$ cat src/fas_pkg.sv
package fas_pkg;

  ////////////////////////////////////////////////////////////
  // Data types
  ////////////////////////////////////////////////////////////

  typedef logic signed [15:0] sample_t;  // One audio sample
  typedef logic signed [19:0] coef_t;    // Q4.16 coefficient
  typedef logic signed [41:0] acc_t;     // 36 bit product, 5 bits growth, 1 spare

  // Filter output as seen by the frame assembler and the top ports
  typedef struct packed {
    logic    valid;   // Sample is one new filter output
    sample_t sample;  // Rounded filter result
  } fir_out_t;

  ////////////////////////////////////////////////////////////
  // Filter constants
  ////////////////////////////////////////////////////////////

  localparam int NUM_TAPS = 32;
  localparam int FIR_FILL = 34;  // Accepted samples before output is valid

  // Symmetric low-pass taps, entry k equals entry NUM_TAPS-1-k
  localparam coef_t FIR_COEFS [NUM_TAPS] = '{
    20'hFFF9E, 20'hFFF86, 20'hFFFA7, 20'h0003B,  // Taps 0 to 3
    20'h0014B, 20'h0024A, 20'h00222, 20'hFFFE4,  // Taps 4 to 7
    20'hFFBC5, 20'hFF7CA, 20'hFF74E, 20'hFFD74,  // Taps 8 to 11
    20'h00B1A, 20'h01DAC, 20'h02F9E, 20'h03AA9,  // Taps 12 to 15, center
    20'h03AA9, 20'h02F9E, 20'h01DAC, 20'h00B1A,  // Mirror starts here
    20'hFFD74, 20'hFF74E, 20'hFF7CA, 20'hFFBC5,
    20'hFFFE4, 20'h00222, 20'h0024A, 20'h0014B,
    20'h0003B, 20'hFFFA7, 20'hFFF86, 20'hFFF9E
  };

  ////////////////////////////////////////////////////////////
  // Frame constants
  ////////////////////////////////////////////////////////////

  localparam int DEFAULT_FRAME_LEN = 16;  // Samples per frame

endpackage

$ cat src/frame_assembler.sv
`timescale 1ns/100ps

module frame_assembler import fas_pkg::*; #(
  parameter int FRAME_LEN = DEFAULT_FRAME_LEN
) (
  input  logic                     clk,
  input  logic                     rst,
  input  fir_out_t                 fir_out,
  output sample_t [FRAME_LEN-1:0]  frame,
  output logic                     frame_valid
);

  localparam int SLOT_W = (FRAME_LEN > 1) ? $clog2(FRAME_LEN) : 1;

  typedef logic [SLOT_W-1:0] slot_t;

  localparam slot_t LAST_SLOT = slot_t'(FRAME_LEN - 1);

  ////////////////////////////////////////////////////////////
  // Slot counter
  ////////////////////////////////////////////////////////////

  slot_t slot;        // Next slot to be written
  logic  last_write;  // This valid sample completes a frame

  assign last_write = fir_out.valid && (slot == LAST_SLOT);

  always_ff @(posedge clk or posedge rst) begin
    if (rst) begin
      slot <= '0;
    end else if (fir_out.valid) begin
      if (slot == LAST_SLOT) begin
        slot <= '0;  // Wrap for the next frame
      end else begin
        slot <= slot + slot_t'(1);
      end
    end
  end

  // Pulse in the cycle where the completed frame is visible
  always_ff @(posedge clk or posedge rst) begin
    if (rst) begin
      frame_valid <= 1'b0;
    end else begin
      frame_valid <= last_write;
    end
  end

  ////////////////////////////////////////////////////////////
  // Frame storage
  ////////////////////////////////////////////////////////////

  // Slots keep their value until the counter comes around again
  always_ff @(posedge clk or posedge rst) begin
    if (rst) begin
      frame <= '0;
    end else if (fir_out.valid) begin
      frame[slot] <= fir_out.sample;
    end
  end

endmodule

$ cat config.mk
export PLATFORM = sky130hd
export DESIGN_NAME = frame_assembler
export DESIGN_NICKNAME = d
export VERILOG_FILES = /design/src/fas_pkg.sv /design/src/frame_assembler.sv
export SDC_FILE = /design/constraint.sdc
export NUM_CORES = 1
export LEC_CHECK = 0
export BUFFER_PORTS_ARGS = -buffer_cell sky130_fd_sc_hd__buf_2
export CELL_PAD_IN_SITES_DETAIL_PLACEMENT = 0
export CELL_PAD_IN_SITES_GLOBAL_PLACEMENT = 2
export CORE_ASPECT_RATIO = 1.4
export CORE_MARGIN = 2
export CORE_UTILIZATION = 39
export DETAILED_ROUTE_END_ITERATION = 10
export HOLD_SLACK_MARGIN = 0.1
export MAX_ROUTING_LAYER = met4
export PLACE_DENSITY = 0.92
export SETUP_SLACK_MARGIN = 0.02
export SYNTH_ARGS = -nofsm -noshare
export SYNTH_HDL_FRONTEND = slang
export SYNTH_SLANG_ARGS = --single-unit
$ cat constraint.sdc
create_clock -name clk -period 19.7 [get_ports clk]
set_input_delay 1.97 -clock clk [delete_from_list [all_inputs] [get_ports clk]]
set_output_delay 1.97 -clock clk [all_outputs]
set_load 0.005 [all_outputs]
==> impl_metrics.ini <==
[worst_hold_path]
hold_path.class = register to register
hold_start = frame[178]
whs_endpoint = frame[178]
worst_hold_path.num_cells = 1

[sta]
relSlewSlack_pct = 27.4
final_hold_viol_count = 0
setup-tns-final_ns = 0
min_period_over_period_pct = 16.3
rsz0062_at_grt = no
maxSlewViolCount = 0
fin_crit_ns = 3.21
holdWs_ns = 0.485
setup_viol = 0
worst_pin_slew_ns = 1.09
clock.fmax_ghz = 0.311
skew_ns = 0.0116

[final_layout]
design_area_um2 = 12600
fin_nets = 884
drive_gt1_share_pct = 64.1
area_delta_synth_final_pct = 23.1
fin_cells = 1203
diodes = 0

[route]
initialDrtViolationCount = 181
wl_per_cell_um = 21.2
drtAntennaViolNets = 0
first_pass_iters = 4
avgViaCountPerCell = 5.00
drc = 0
wl_um = 25500
vias = 6009

[grt]
grt_overflow = 0
grtUsageTotal_pct = 18.8
gr-usage-met3_pct = 3.02
grt_pass1_vias = 6025
grt_max_degree = 104
grt_use_met1_pct = 22.1
grt_pass1_wl_um = 38200
antenna_found_initial = 0
busiest_layer = met2
met2_usage_pct = 32.7

[logic_synthesis]
yosys_most_used_dff = dfrtp_1
yosysWarnings = 0
ys_types = 23
synth_xor_area_share_pct = 0.0857
synth_compound_area_share_pct = 0.196
ys_seq_area_share_pct = 63.9
syn_inst = 596
yosys.area.top_type = dfrtp_1
yosysMostFrequentCell = dfrtp_1
syn_area_um2 = 10200
async_reset_ff_share_pct = 100
synth.top_cells.by_area = dfrtp_1 64%, mux2_2 21%, mux2_4 5.9%, mux2_1 3.1%, nand2_4 0.88%
synth_seq_cells = 261
synth_edf_count = 0
yosys-top-cells-count = 261 x dfrtp_1, 188 x mux2_2, 40 x mux2_4
syn_nets = 619
syn_avg_cell_area_um2 = 17.1
synth_top_family_by_area = multiplexers
synth_top_area_share_pct = 63.9
synth.area.mux_share_pct = 29.7
synthAdderAreaFrac_pct = 0.490
synthSimpleGateAreaFrac_pct = 2.96

[setup_path]
cp.arrival_ns = 3.60
reg2reg_depth = 4
r2r_start = slot[0]
path_cells = buf_2 > nand2b_4 > nor3b_4 > mux2_2
path_max_fanout = 16
r2r-end = frame[12]
startpoint_type = primary input
cpPeakStageDelay_ns = 0.89
path_class = primary input to register
crit_slowest_cell = nor3b_4
critPathRequiredTime_ns = 20.09
end_kind = register
r2r_slack_ns = 17.29

[placement]
routabilityCongestion = 0.784
post-dp-hpwl_um = 18100
dpl.cell_count = 1158
port_buffers = 275
placed_cell_area_um2 = 11800

[clock_tree]
cts_hold_buf = 0
clk_path_buf_depth = 3
cts_root_buf = clkbuf_16
clkSinkCount = 261
postCtsResizedCells = 0
clk_pin_slew_ns = 0.06
insertion_delay_ns = 0.52
h-tree-depth = 1
cts-buffers-inserted = 25
cts_setup_buffers = 0
cts_tree = yes

[floorplanning]
chipHeight_um = 196
die-area_um2 = 27500
design.core.area_um2 = 25900
io_pins = 276
chipWidth_um = 141
row_count = 70
initial_utilization_pct = 39.4

[pwr]
vdd_drop_max_mv = 0.0963
cellPowerDensity_nw_per_um2 = 164
p_leak_nw = 6.47
finalPower_mw = 2.06

[status]
status = completed

[run]
max_cap_violations = 0
==> cells by family after synthesis <==
logic type               Yosys count
AND/OR/NAND/NOR                   27
XOR/XNOR                           1
flip-flops                       261
multiplexers                     256
adder cells (fa/ha/maj)            4
buffers and inverters             43
AO/OA/AOI/OAI                      4
==> critical path: cells and delay by family <==
kind,cells,cell delay (ns)
buffers and inverters,1,0.19
muxes,1,0.42
and+or+nand+nor,2,1.01
==> through the flow <==
step / worst slack (ns) / utilization, %
floorplan: 10.55 / -
global placement: 15.93 / 45.4
detailed placement: 15.94 / 45.4
CTS: 16.49 / 48.5
global route: 16.20 / 48.5
finish: 16.49 / 48.5
==> layout make-up <==
type,instances,area [µm²]
sequential,261,6530
fill,2290,13300
inverter,4,22.5
timing repair buffer,277,1390
tap,324,405
clock buffer,37,741
clock inverter,8,76.3
multi-input combinational,292,3410
==> registers in the layout, summed over array words and instances (netlist names) <==
signal,cells
frame_valid,1
slot,4
frame,256
==> worst max path at each step <==
stage / start / end / slack (ns)
after detailed placement: rst / frame[91] / 15.94
final: fir_out[16] / frame[60] / 16.49
after CTS: fir_out[16] / frame[60] / 16.49
after floorplan: rst / frame[0] / 10.55
after global routing: rst / frame[111] / 16.20
after global placement: rst / frame[91] / 15.93
==> routing by layer <==
layer  part of all wire [%]  wire length, µm  vias up
met3                    4.8             1230       44
met5                      0                0        -
met1                     39            10100     3162
met2                     52            13400      186
li1                       -                -     2617
met4                    3.4              870        0
==> power breakdown <==
part,internal (mW),switching (mW)
Combinational,0.391,0.285
Clock,0.274,0.198
Sequential,0.782,0.134
Total,1.45,0.617
==> placed cells by master, fill, tap and decap left out <==
| cell type | synthesis | routed |
|---|---|---|
| buf_2 | 6 | 275 |
| dfrtp_1 | 261 | 261 |
| mux2_2 | 188 | 188 |
| mux2_4 | 40 | 40 |
| mux2_1 | 28 | 28 |
| clkbuf_16 | 0 | 25 |
| nand2_4 | 8 | 8 |
| clkbuf_8 | 0 | 7 |
| clkbuf_1 | 16 | 5 |
| nand3_1 | 4 | 4 |
| nand3_4 | 4 | 4 |
| nor3b_4 | 4 | 4 |
| ha_1 | 4 | 4 |
| clkinv_2 | 0 | 4 |
| inv_1 | 4 | 3 |
| o21ai_0 | 3 | 3 |
| nand2_1 | 3 | 3 |
| clkinv_4 | 0 | 2 |
| buf_4 | 8 | 2 |
| xnor2_1 | 1 | 1 |
| inv_8 | 0 | 1 |
| and2b_1 | 1 | 1 |
| a21oi_1 | 1 | 1 |
| and3b_1 | 1 | 1 |
| nand2b_4 | 1 | 1 |
| and3_1 | 1 | 1 |
| inv_6 | 0 | 1 |
| bufinv_16 | 0 | 1 |
No activity file was read; power rests on OpenSTA's default activity.
